==> src/verilog/comdecomp_defines.svh <==
`ifndef COMDECOMP_DEFINES_SVH
`define COMDECOMP_DEFINES_SVH

// bits per beat
`define DATA_WIDTH 64

// beats per page, 16 x 64 bits is a 128 byte page
`define PAGE_BEATS 16

// largest non-zero beat count that still compresses
`define COMP_LIMIT 12

// width of the compressed byte count
`define SIZE_WIDTH 14

// bytes per beat
`define BEAT_BYTES 8

`endif

==> src/verilog/comdecomp_pkg.sv <==
`include "comdecomp_defines.svh"

package comdecomp_pkg;

    // position inside a page
    localparam int IDX_WIDTH = $clog2(`PAGE_BEATS);
    // holds a count of 0 up to PAGE_BEATS + 1
    localparam int CNT_WIDTH = $clog2(`PAGE_BEATS + 2);

    typedef enum logic [2:0] {
        COMP_IDLE,
        COMP_SCAN,
        COMP_REWIND,
        COMP_HEADER,
        COMP_COPY,
        COMP_DONE
    } comp_state_e;

    typedef enum logic [2:0] {
        DECOMP_IDLE,
        DECOMP_HEADER,
        DECOMP_EXPAND,
        DECOMP_RAW,
        DECOMP_DONE
    } decomp_state_e;

    typedef struct packed {
        comp_state_e            state;
        logic [IDX_WIDTH-1:0]   beat_idx;
        logic [CNT_WIDTH-1:0]   nz_count;
        logic [`PAGE_BEATS-1:0] bitmap;
    } debug_compressor;

    typedef struct packed {
        decomp_state_e          state;
        logic [IDX_WIDTH-1:0]   beat_idx;
        logic [`PAGE_BEATS-1:0] bitmap;
    } debug_decompressor;

endpackage

==> src/verilog/comdecomp_if.sv <==
`include "comdecomp_defines.svh"

// show-ahead read FIFO port, rd_data is the head whenever rd_valid is high
interface rd_port_if;
    logic                   rready;
    logic [`DATA_WIDTH-1:0] rd_data;
    logic                   rd_valid;
    logic                   rdfifo_empty;
    logic                   ld_rdfifo_rdptr;

    modport engine (
        output rready,
        output ld_rdfifo_rdptr,
        input  rd_data,
        input  rd_valid,
        input  rdfifo_empty
    );

    modport fifo (
        input  rready,
        input  ld_rdfifo_rdptr,
        output rd_data,
        output rd_valid,
        output rdfifo_empty
    );
endinterface

// write FIFO port, one beat per cycle with wr_req high
interface wr_port_if;
    logic                   wr_req;
    logic [`DATA_WIDTH-1:0] wr_data;
    logic                   wrfifo_full;

    modport engine (
        output wr_req,
        output wr_data,
        input  wrfifo_full
    );

    modport fifo (
        input  wr_req,
        input  wr_data,
        output wrfifo_full
    );
endinterface

==> src/verilog/page_compressor.sv <==
`include "comdecomp_defines.svh"

module page_compressor (
    input  logic                           clk_i,
    input  logic                           rst_i,
    input  logic                           comp_start,
    rd_port_if.engine                      rd,
    wr_port_if.engine                      wr,
    output logic [`SIZE_WIDTH-1:0]         comp_size,
    output logic                           incompressible,
    output logic                           comp_done,
    output comdecomp_pkg::debug_compressor debug_comp
);

    localparam int IW = comdecomp_pkg::IDX_WIDTH;
    localparam int CW = comdecomp_pkg::CNT_WIDTH;

    comdecomp_pkg::comp_state_e state;
    logic [IW-1:0]          beat_idx;
    logic [CW-1:0]          nz_count;
    logic [CW-1:0]          nz_next;
    logic [CW-1:0]          wr_count;
    logic [`PAGE_BEATS-1:0] bitmap;
    logic                   rd_avail;
    logic                   beat_nz;
    logic                   need_wr;
    logic                   last_beat;

    assign rd_avail  = rd.rd_valid && !rd.rdfifo_empty;
    assign beat_nz   = |rd.rd_data;
    assign nz_next   = nz_count + CW'(beat_nz);
    assign last_beat = (beat_idx == IW'(`PAGE_BEATS - 1));

    // raw pages write every beat, compressed pages only the marked ones
    assign need_wr = incompressible || bitmap[beat_idx];

    assign comp_size = `SIZE_WIDTH'(wr_count) * `SIZE_WIDTH'(`BEAT_BYTES);

    always_comb begin
        rd.rready          = 1'b0;
        rd.ld_rdfifo_rdptr = 1'b0;
        wr.wr_req          = 1'b0;
        wr.wr_data         = rd.rd_data;
        case (state)
            comdecomp_pkg::COMP_SCAN: begin
                rd.rready = rd_avail;
            end
            comdecomp_pkg::COMP_REWIND: begin
                rd.ld_rdfifo_rdptr = 1'b1;
            end
            comdecomp_pkg::COMP_HEADER: begin
                wr.wr_req  = !wr.wrfifo_full;
                wr.wr_data = `DATA_WIDTH'(bitmap);
            end
            comdecomp_pkg::COMP_COPY: begin
                // zero beats are dropped, so they need no room in the write FIFO
                rd.rready = rd_avail && (!need_wr || !wr.wrfifo_full);
                wr.wr_req = rd_avail && need_wr && !wr.wrfifo_full;
            end
            default: begin
            end
        endcase
    end

    always_ff @(posedge clk_i) begin
        if (rst_i) begin
            state          <= comdecomp_pkg::COMP_IDLE;
            beat_idx       <= '0;
            nz_count       <= '0;
            wr_count       <= '0;
            bitmap         <= '0;
            incompressible <= 1'b0;
            comp_done      <= 1'b0;
        end else begin
            comp_done <= 1'b0;
            if (wr.wr_req) begin
                wr_count <= wr_count + 1'b1;
            end
            case (state)
                comdecomp_pkg::COMP_IDLE: begin
                    if (comp_start) begin
                        state          <= comdecomp_pkg::COMP_SCAN;
                        beat_idx       <= '0;
                        nz_count       <= '0;
                        wr_count       <= '0;
                        bitmap         <= '0;
                        incompressible <= 1'b0;
                    end
                end
                comdecomp_pkg::COMP_SCAN: begin
                    if (rd.rready) begin
                        bitmap[beat_idx] <= beat_nz;
                        nz_count         <= nz_next;
                        beat_idx         <= beat_idx + 1'b1;
                        if (last_beat) begin
                            state          <= comdecomp_pkg::COMP_REWIND;
                            incompressible <= (nz_next > CW'(`COMP_LIMIT));
                        end
                    end
                end
                comdecomp_pkg::COMP_REWIND: begin
                    beat_idx <= '0;
                    state    <= incompressible ? comdecomp_pkg::COMP_COPY
                                               : comdecomp_pkg::COMP_HEADER;
                end
                comdecomp_pkg::COMP_HEADER: begin
                    if (wr.wr_req) begin
                        state <= comdecomp_pkg::COMP_COPY;
                    end
                end
                comdecomp_pkg::COMP_COPY: begin
                    if (rd.rready) begin
                        beat_idx <= beat_idx + 1'b1;
                        if (last_beat) begin
                            state     <= comdecomp_pkg::COMP_DONE;
                            comp_done <= 1'b1;
                        end
                    end
                end
                default: begin
                    // hold here until the start level drops
                    if (!comp_start) begin
                        state <= comdecomp_pkg::COMP_IDLE;
                    end
                end
            endcase
        end
    end

    assign debug_comp = '{state: state, beat_idx: beat_idx, nz_count: nz_count,
                          bitmap: bitmap};

    a_no_wr_when_full: assert property (@(posedge clk_i) disable iff (rst_i)
        wr.wrfifo_full |-> !wr.wr_req);

    // no read in the rewind cycle
    a_rewind_no_read: assert property (@(posedge clk_i) disable iff (rst_i)
        !(rd.ld_rdfifo_rdptr && rd.rready));

endmodule

==> src/verilog/page_decompressor.sv <==
`include "comdecomp_defines.svh"

module page_decompressor (
    input  logic                             clk_i,
    input  logic                             rst_i,
    input  logic                             decomp_start,
    input  logic                             decomp_raw,
    rd_port_if.engine                        rd,
    wr_port_if.engine                        wr,
    output logic                             decomp_done,
    output comdecomp_pkg::debug_decompressor debug_decomp
);

    localparam int IW = comdecomp_pkg::IDX_WIDTH;

    comdecomp_pkg::decomp_state_e state;
    logic [IW-1:0]          beat_idx;
    logic [`PAGE_BEATS-1:0] bitmap;
    logic                   rd_avail;
    logic                   last_beat;

    assign rd_avail  = rd.rd_valid && !rd.rdfifo_empty;
    assign last_beat = (beat_idx == IW'(`PAGE_BEATS - 1));

    // the source stream is always read from its start
    assign rd.ld_rdfifo_rdptr = 1'b0;

    always_comb begin
        rd.rready  = 1'b0;
        wr.wr_req  = 1'b0;
        wr.wr_data = rd.rd_data;
        case (state)
            comdecomp_pkg::DECOMP_HEADER: begin
                rd.rready = rd_avail;
            end
            comdecomp_pkg::DECOMP_EXPAND: begin
                if (bitmap[beat_idx]) begin
                    rd.rready = rd_avail && !wr.wrfifo_full;
                    wr.wr_req = rd_avail && !wr.wrfifo_full;
                end else begin
                    // zero beat rebuilt without touching the read side
                    wr.wr_req  = !wr.wrfifo_full;
                    wr.wr_data = '0;
                end
            end
            comdecomp_pkg::DECOMP_RAW: begin
                rd.rready = rd_avail && !wr.wrfifo_full;
                wr.wr_req = rd_avail && !wr.wrfifo_full;
            end
            default: begin
            end
        endcase
    end

    always_ff @(posedge clk_i) begin
        if (rst_i) begin
            state       <= comdecomp_pkg::DECOMP_IDLE;
            beat_idx    <= '0;
            bitmap      <= '0;
            decomp_done <= 1'b0;
        end else begin
            decomp_done <= 1'b0;
            case (state)
                comdecomp_pkg::DECOMP_IDLE: begin
                    if (decomp_start) begin
                        beat_idx <= '0;
                        state    <= decomp_raw ? comdecomp_pkg::DECOMP_RAW
                                               : comdecomp_pkg::DECOMP_HEADER;
                    end
                end
                comdecomp_pkg::DECOMP_HEADER: begin
                    if (rd.rready) begin
                        bitmap <= rd.rd_data[`PAGE_BEATS-1:0];
                        state  <= comdecomp_pkg::DECOMP_EXPAND;
                    end
                end
                comdecomp_pkg::DECOMP_EXPAND, comdecomp_pkg::DECOMP_RAW: begin
                    if (wr.wr_req) begin
                        beat_idx <= beat_idx + 1'b1;
                        if (last_beat) begin
                            state       <= comdecomp_pkg::DECOMP_DONE;
                            decomp_done <= 1'b1;
                        end
                    end
                end
                default: begin
                    if (!decomp_start) begin
                        state <= comdecomp_pkg::DECOMP_IDLE;
                    end
                end
            endcase
        end
    end

    assign debug_decomp = '{state: state, beat_idx: beat_idx, bitmap: bitmap};

    a_no_wr_when_full: assert property (@(posedge clk_i) disable iff (rst_i)
        wr.wrfifo_full |-> !wr.wr_req);

endmodule

==> src/verilog/comdecomp_unit.sv <==
`include "comdecomp_defines.svh"

module comdecomp_unit (
    input  logic                             clk_i,
    input  logic                             rst_i,
    input  logic                             comp_start,
    input  logic                             decomp_start,
    input  logic                             decomp_raw,
    input  logic                             rdfifo_empty,
    input  logic [`DATA_WIDTH-1:0]           rd_data,
    input  logic                             rd_valid,
    input  logic                             wrfifo_full,
    output logic [`SIZE_WIDTH-1:0]           comp_size,
    output logic                             comp_done,
    output logic                             decomp_done,
    output logic                             incompressible,
    output logic                             rready,
    output logic                             ld_rdfifo_rdptr,
    output logic                             wr_req,
    output logic [`DATA_WIDTH-1:0]           wr_data,
    output comdecomp_pkg::debug_compressor   debug_comp,
    output comdecomp_pkg::debug_decompressor debug_decomp
);

    rd_port_if comp_rd ();
    wr_port_if comp_wr ();
    rd_port_if decomp_rd ();
    wr_port_if decomp_wr ();

    // FIFO status goes to both engines, only the selected one acts on it
    assign comp_rd.rd_data        = rd_data;
    assign comp_rd.rd_valid       = rd_valid;
    assign comp_rd.rdfifo_empty   = rdfifo_empty;
    assign comp_wr.wrfifo_full    = wrfifo_full;
    assign decomp_rd.rd_data      = rd_data;
    assign decomp_rd.rd_valid     = rd_valid;
    assign decomp_rd.rdfifo_empty = rdfifo_empty;
    assign decomp_wr.wrfifo_full  = wrfifo_full;

    assign rready          = decomp_start ? decomp_rd.rready : comp_rd.rready;
    assign ld_rdfifo_rdptr = decomp_start ? decomp_rd.ld_rdfifo_rdptr : comp_rd.ld_rdfifo_rdptr;
    assign wr_req          = decomp_start ? decomp_wr.wr_req : comp_wr.wr_req;
    assign wr_data         = decomp_start ? decomp_wr.wr_data : comp_wr.wr_data;

    page_compressor i_page_compressor (
        .clk_i,
        .rst_i,
        .comp_start,
        .rd (comp_rd.engine),
        .wr (comp_wr.engine),
        .comp_size,
        .incompressible,
        .comp_done,
        .debug_comp
    );

    page_decompressor i_page_decompressor (
        .clk_i,
        .rst_i,
        .decomp_start,
        .decomp_raw,
        .rd (decomp_rd.engine),
        .wr (decomp_wr.engine),
        .decomp_done,
        .debug_decomp
    );

    a_one_engine: assert property (@(posedge clk_i) disable iff (rst_i)
        !(comp_start && decomp_start));

endmodule

==> config.mk <==
export PLATFORM = sky130hd
export DESIGN_NAME = comdecomp_unit
export DESIGN_NICKNAME = d
export VERILOG_FILES = /design/src/verilog/comdecomp_pkg.sv /design/src/verilog/comdecomp_if.sv /design/src/verilog/page_compressor.sv /design/src/verilog/page_decompressor.sv /design/src/verilog/comdecomp_unit.sv
export VERILOG_INCLUDE_DIRS = /design/src /design/src/verilog
export SDC_FILE = /design/constraint.sdc
export NUM_CORES = 1
export LEC_CHECK = 0
export BUFFER_PORTS_ARGS = -buffer_cell sky130_fd_sc_hd__buf_2
export CAP_MARGIN = 25
export CELL_PAD_IN_SITES_DETAIL_PLACEMENT = 0
export CELL_PAD_IN_SITES_GLOBAL_PLACEMENT = 1
export CORE_MARGIN = 1
export CORE_UTILIZATION = 36
export DETAILED_ROUTE_END_ITERATION = 10
export PLACE_DENSITY = 0.88
export SYNTH_ARGS = -nofsm -noshare
export SYNTH_HDL_FRONTEND = slang
export SYNTH_HIERARCHICAL = 1
export SYNTH_SLANG_ARGS = --single-unit
==> constraint.sdc <==
create_clock -name clk_i -period 3.5 [get_ports clk_i]
set_input_delay 0.175 -clock clk_i [delete_from_list [all_inputs] [get_ports clk_i]]
set_output_delay 0.175 -clock clk_i [all_outputs]
set_load 0.01 [all_outputs]
After elaboration in Yosys (flattened, before gate mapping)
Cells that the tools add are included.
Widths: inputs -> output; s select.
{"block": "totals", "ff_bits": 59, "input_bits": 72, "out_inout_bits": 135, "word_cells": 131}
{"block": "op_classes", "n_addsub": 4, "order_cmp": 4, "n_eq_ne": 22, "mux": 58, "n_bitwise": 4, "n_reduce_logical": 28}
{"op": "$mux 64", "count": 4}
{"op": "$reduce_or 64->1", "count": 1}
{"op": "$mux 3", "count": 13}
{"op": "$mux 16", "count": 2}
{"op": "$pmux 16 s2", "count": 1}
{"op": "$mux 5", "count": 5}
{"op": "$bwmux 16", "count": 1}
{"op": "$mux 4", "count": 4}
{"op": "$pmux 3 s5", "count": 1}
{"op": "$mux 1", "count": 14}
{"op": "$ne 2x2->1 const B", "count": 7}
{"op": "$eq 3x2->1 const B", "count": 4}
{"op": "$pmux 4 s3", "count": 1}
{"op": "$lt 4x5->1 const B", "count": 2}
{"op": "$pmux 5 s2", "count": 1}
{"op": "$pmux 3 s3", "count": 1}
{"op": "$reduce_and 3->1", "count": 3}
{"op": "$add 4x1->4 const B", "count": 2}
{"op": "$bmux 1 s4", "count": 2}
{"op": "$eq 4x4->1 const B", "count": 2}
{"op": "$ne 2x1->1 const B", "count": 4}
{"op": "$pmux 1 s2", "count": 4}
{"op": "$pmux 4 s2", "count": 1}
{"op": "$reduce_and 7->1", "count": 1}
{"op": "23 further kinds", "count": 39}

Depth between registers and ports, before layout
{"block": "depth", "ltp_word": 9, "mapped_depth": 12, "ltp_nobuf": 10}

Modules after synthesis
Netlist, hierarchy kept.
{"mod": "page_compressor", "instances": 1, "cells_per_inst": 347, "area_per_inst_um2": 2715.1, "seq_area_each_um2": 700.7}
{"mod": "page_decompressor", "instances": 1, "cells_per_inst": 229, "area_per_inst_um2": 1739.2, "seq_area_each_um2": 480.5}
{"mod": "comdecomp_unit", "instances": 1, "cells_per_inst": 74, "area_per_inst_um2": 923.4, "seq_area_each_um2": 0.0}

Least setup slack after synthesis
OpenSTA, ideal clock, no wires.
{"block": "synth_path", "kind": "register to register", "start": "register i_page_compressor.beat_idx[0]", "end": "register i_page_compressor.beat_idx[3]", "setup_time_ns": 0.070, "t_arrival_ns": 2.603, "t_required_ns": 3.430, "slack_ns": 0.827, "stages_incl_launch_ff": 8, "path_buffers": 1, "synth_period_minus_slack_ns": 2.673, "cell_sequence": "dfxtp_1 buf_6 mux4_2 and2_4 or4_4 o211a_1 or4_1 a21oi_1"}
{"block": "synth_between", "elab_chain_cells": 9, "word_cells_on_any_way": 12, "classes_between": "add/sub (1); eq/ne (1); mux (5); reduce/logical (5)"}
{"element": "start, declared", "line": "page_compressor.sv:19", "text": "logic [IW-1:0] beat_idx;"}
{"element": "start signal, assigned", "line": "page_compressor.sv:94", "text": "beat_idx <= beat_idx + 1'b1;"}
{"element": "start signal, assigned", "line": "page_compressor.sv:113", "text": "beat_idx <= beat_idx + 1'b1;"}
{"element": "$bmux 1 s4", "line": "page_compressor.sv:35", "text": "assign need_wr = incompressible || bitmap[beat_idx];"}
{"element": "$mux 1 (not written as such)", "line": "page_compressor.sv:35"}
{"element": "$logic_or 1x1->1", "line": "page_compressor.sv:35"}
{"element": "$logic_not 1->1", "line": "page_compressor.sv:57", "text": "rd.rready = rd_avail && (!need_wr || !wr.wrfifo_full);"}
{"element": "$logic_or 1x1->1", "line": "page_compressor.sv:57"}
{"element": "$logic_and 1x1->1", "line": "page_compressor.sv:57"}
{"element": "$pmux 1 s2", "line": "page_compressor.sv:44", "text": "case (state)"}
{"element": "$ne 2x1->1 (no line)"}
{"element": "$reduce_and 3->1 (no line)"}
Several ways; a longest one is shown, not always the timed one. The select of a mux whose other input is x is not followed.
A chain may end at the register's enable or synchronous reset.

Worst setup path after layout
{"block": "layout_path", "start": "register i_page_decompressor.beat_idx[1]", "end": "output port wr_data[52]"}
{"block": "layout_between", "elab_chain_cells": 5}
{"element": "start, declared", "line": "page_decompressor.sv:17", "text": "logic [IW-1:0] beat_idx;"}
{"element": "start signal, assigned", "line": "page_decompressor.sv:79", "text": "beat_idx <= beat_idx + 1'b1;"}
{"element": "$bmux 1 s4", "line": "page_decompressor.sv:37", "text": "if (bitmap[beat_idx]) begin"}
{"element": "$mux 1 (not written as such)", "line": "page_decompressor.sv:37"}
{"element": "$mux 64", "line": "page_decompressor.sv:37"}
{"element": "$mux 64", "line": "page_decompressor.sv:32", "text": "case (state)"}
{"element": "named net decomp_wr.wr_data[52]", "line": "comdecomp_if.sv:31", "text": "logic [`DATA_WIDTH-1:0] wr_data;"}
{"element": "$mux 64", "line": "comdecomp_unit.sv:43", "text": "assign wr_data = decomp_start ? decomp_wr.wr_data : comp_wr.wr_data;"}
{"element": "end, declared", "line": "comdecomp_unit.sv:20", "text": "output logic [`DATA_WIDTH-1:0] wr_data,"}
The timed path passes the listed nets, and every way through them passes these cells. The select of a mux whose other input is x is not followed.

==> results by group <==
Logic synthesis
  • Post-Syn Instances: 650
  • Post-synthesis compound-gate area fraction: 10.21%
  • Xor/xnor share of the synthesized area: 0.8143%
  • Ys async rst share: 0%
  • Synth cell types: 60
  • Largest family of logic cells by synthesized area: simple AND/OR/NAND/NOR gates
  • Synth Area in Adders: 1.861%
  • YS warnings: 6
  • Top FF cell, synth: dfxtp_1
  • Mux cell area share after synthesis: 26.57%
  • Post-synthesis sequential area ratio: 21.96%
  • Synthesized area per cell: 8.273 sq um
  • Number of synthesized flops with an enable pin: 0
  • Synthesized area: 5378 sq um
  • Register bit total from synthesis: 59
  • Post-Synth Simple-Gate Area: 31.57%

Min path
  • Hold path depth: 3
  • Hold Crit Class: in -> reg
  • Worst Hold Launch: rd_data[6]
  • Hold Crit Endpoint: i_page_decompressor/bitmap[6]

Setup path
  • CP Data Required Time: 3.32 ns
  • Crit path capture type: output port
  • Critical Path AT: 2.97 ns
  • Crit. Startpoint: i_page_decompressor/beat_idx[1]
  • Worst r2r dst: i_page_compressor/beat_idx[0]
  • R2R setup slack: 0.84 ns
  • Setup crit start kind: flop
  • Reg2Reg Depth: 6
  • Setup CP Type: reg -> out
  • Crit Path Max Fanout: 64
  • RR Startpoint: i_page_compressor/beat_idx[1]

Global route
  • Total track usage: 21.65%
  • First-pass GRT wire length: 27030 um
  • Initial antenna violation count: 1
  • Largest net degree at the start of global routing: 66
  • Vias in the first global route: 4930
  • Gr ovfl total: 0

Place
  • RD Place Congestion: 0.8462
  • Port Buffers: 197
  • Final HPWL DP: 13100 um
  • Dpl cells: 989
  • Pre-CTS setup slack: 0.5551 ns

Finish
  • Share of cells above drive strength 1: 38.78%
  • Inserted Diodes: 0
  • Commonest non-fill, non-tap cell in the layout: buf_2
  • Finished Layout Cells: 1004
  • Commonest non-fill, non-tap cells in the layout: buf_2, nor2b_1, dfxtp_1
  • Area grow syn2layout: 24.22%
  • Post-layout util: 45.96%
  • # nets final: 896

STA
  • Layout Skew: 0.007875 ns
  • Slew HR: 45.08%
  • Final hold violation count: 0
  • RSZ-0062 raised after global routing: no
  • Hold WS: 0.1209 ns
  • Fin Setup TNS: 0 ns
  • Period Utilization, post-route: 89.89%
  • Worst-margin pin slew: 0.8239 ns
  • Final WS setup: 0.3539 ns
  • Pins Over Slew Limit: 0
  • Fmax: 317.9 MHz
  • Final setup viols: 0
  • Post-layout min period: 3.146 ns

Detailed routing
  • WL/cell: 17.20 um
  • Drt drc: 0
  • Iteration-0 DRC count of the detailed router: 310
  • Post-Route WL: 17270 um
  • Via/cell ratio: 5.331
  • DRT Pass-1 Iters: 5
  • Via Count: 5352
  • DRT antenna net count: 0

CTS
  • Clock root buffer: clkbuf_16
  • Postcts setup bufs: 0
  • Skew-Pair Late Insertion Delay: 0.33 ns
  • CTS tree: yes
  • Clock sink count: 59
  • Clk pin slew, worst setup/hold paths: 0.05 ns
  • Resize count post-CTS: 0
  • CTS Buf Count: 9
  • Cts-stage hold buffer count: 0
  • Htree depth: 3
  • Max clock buf depth: 2

Pwr
  • Worst vdd ir: 0.3385 mV
  • Part of the power in registers: 27.7%
  • Sw Ratio: 37.44%
  • Clock share of power: 30.5%
  • Pwr Density: 442.8 nW/um^2
  • NetSw: 1107 uW
  • P_int: 1851 uW
  • Leakage: 0.003045 uW
  • Comb pwr share: 41.8%

Die
  • I/O pin cnt: 207
  • Row cnt: 44
  • Die width: 124.2 um
  • Full die area: 15430 sq um
  • Initial core utilization: 37.00%
  • Core area: 14530 sq um
  • Chip height: 124.2 um

Job
  • Max Cap Viol: 0

Outcome
  • Status: finished, final reports clean
==> Yosys cell counts, drive strengths merged, types with 10 or more instances <==
library cell  instances  area, sq um
nor4                 19        118.9
nor2b                76        475.5
and2                 51        321.6
o21ai                10        50.04
buf                  31        226.5
inv                  10        37.54
dfxtp                59         1181
mux2                 84         1059
a21oi                32        160.2
nor2                 42        157.7
clkbuf               28        105.1
mux2i                28        280.3
nand3                28        140.1
nand2                52        195.2
==> metrics by stage <==
| step | area (sq um) | power (uW) |
|---|---|---|
| after floorplan | 5408 | 1693 |
| after global placement | 6377 | 2051 |
| after detailed placement | 6377 | 2064 |
| after CTS | 6680 | 2967 |
| after global routing | 6680 | 3136 |
| final | 6680 | 2958 |
==> routing by layer <==
metal  share of wire (%)  vias to the layer above  GRT usage (%)
li1                    -                     2598              -
met1                  44                     2527          28.49
met2                  48                      207          35.72
met3                 7.0                       18          5.172
met4                 1.2                        2          4.536
met5               0.046                        -              0
==> final cells by class <==
type	instances	area (sq um)
multi-input combinational	530	3860
tap	184	230.2
clock inverter	4	50.05
sequential	59	1181
inverter	10	37.54
clock buffer	11	252.7
timing repair buffer	206	1069
fill	1511	7854
==> cell families after synthesis <==
logic type,Yosys count
fa+ha+maj,8
mux,116
xor+xnor,5
flops,59
compound gates,81
simple gates,310
buf+inv,69
other cells,2
==> critical path, stage by stage, from the launching register on <==
cell and delay, ns:
dfxtp_1 0.54, mux4_2 0.57, a2bb2oi_2 0.18, a2111oi_4 0.48, buf_12 0.32, nor2b_1 0.10
mux2_4 0.27, buf_2 0.14
==> power groups by stage <==
stage / registers (uW) / logic (uW) / clock network [uW]
after floorplan: 776 / 918 / 0
after global placement: 831 / 1220 / 0
after detailed placement: 832 / 1230 / 0
after CTS: 818 / 1240 / 912
after global routing: 829 / 1350 / 955
final: 819 / 1240 / 902
==> worst max-delay path by stage <==
stage,end,slack (ns),depth (start not counted)
finish,wr_data[52],0.35,7
global route,wr_data[52],0.20,7
CTS,wr_data[52],0.36,7
detailed placement,i_page_compressor/incompressible,0.56,10
global placement,i_page_compressor/incompressible,0.55,10
floorplan,i_page_compressor/beat_idx[3],0.83,7
==> sequential cells by signal (all words and copies together) (netlist names) <==
signal	cells
i_page_compressor/state	3
i_page_decompressor/bitmap	16
i_page_decompressor/decomp_done	1
i_page_decompressor/beat_idx	4
i_page_compressor/incompressible	1
i_page_compressor/nz_count	5
i_page_decompressor/state	3
i_page_compressor/wr_count	5
i_page_compressor/comp_done	1
i_page_compressor/beat_idx	4
i_page_compressor/bitmap	16
No activity file was read; power rests on OpenSTA's default activity.
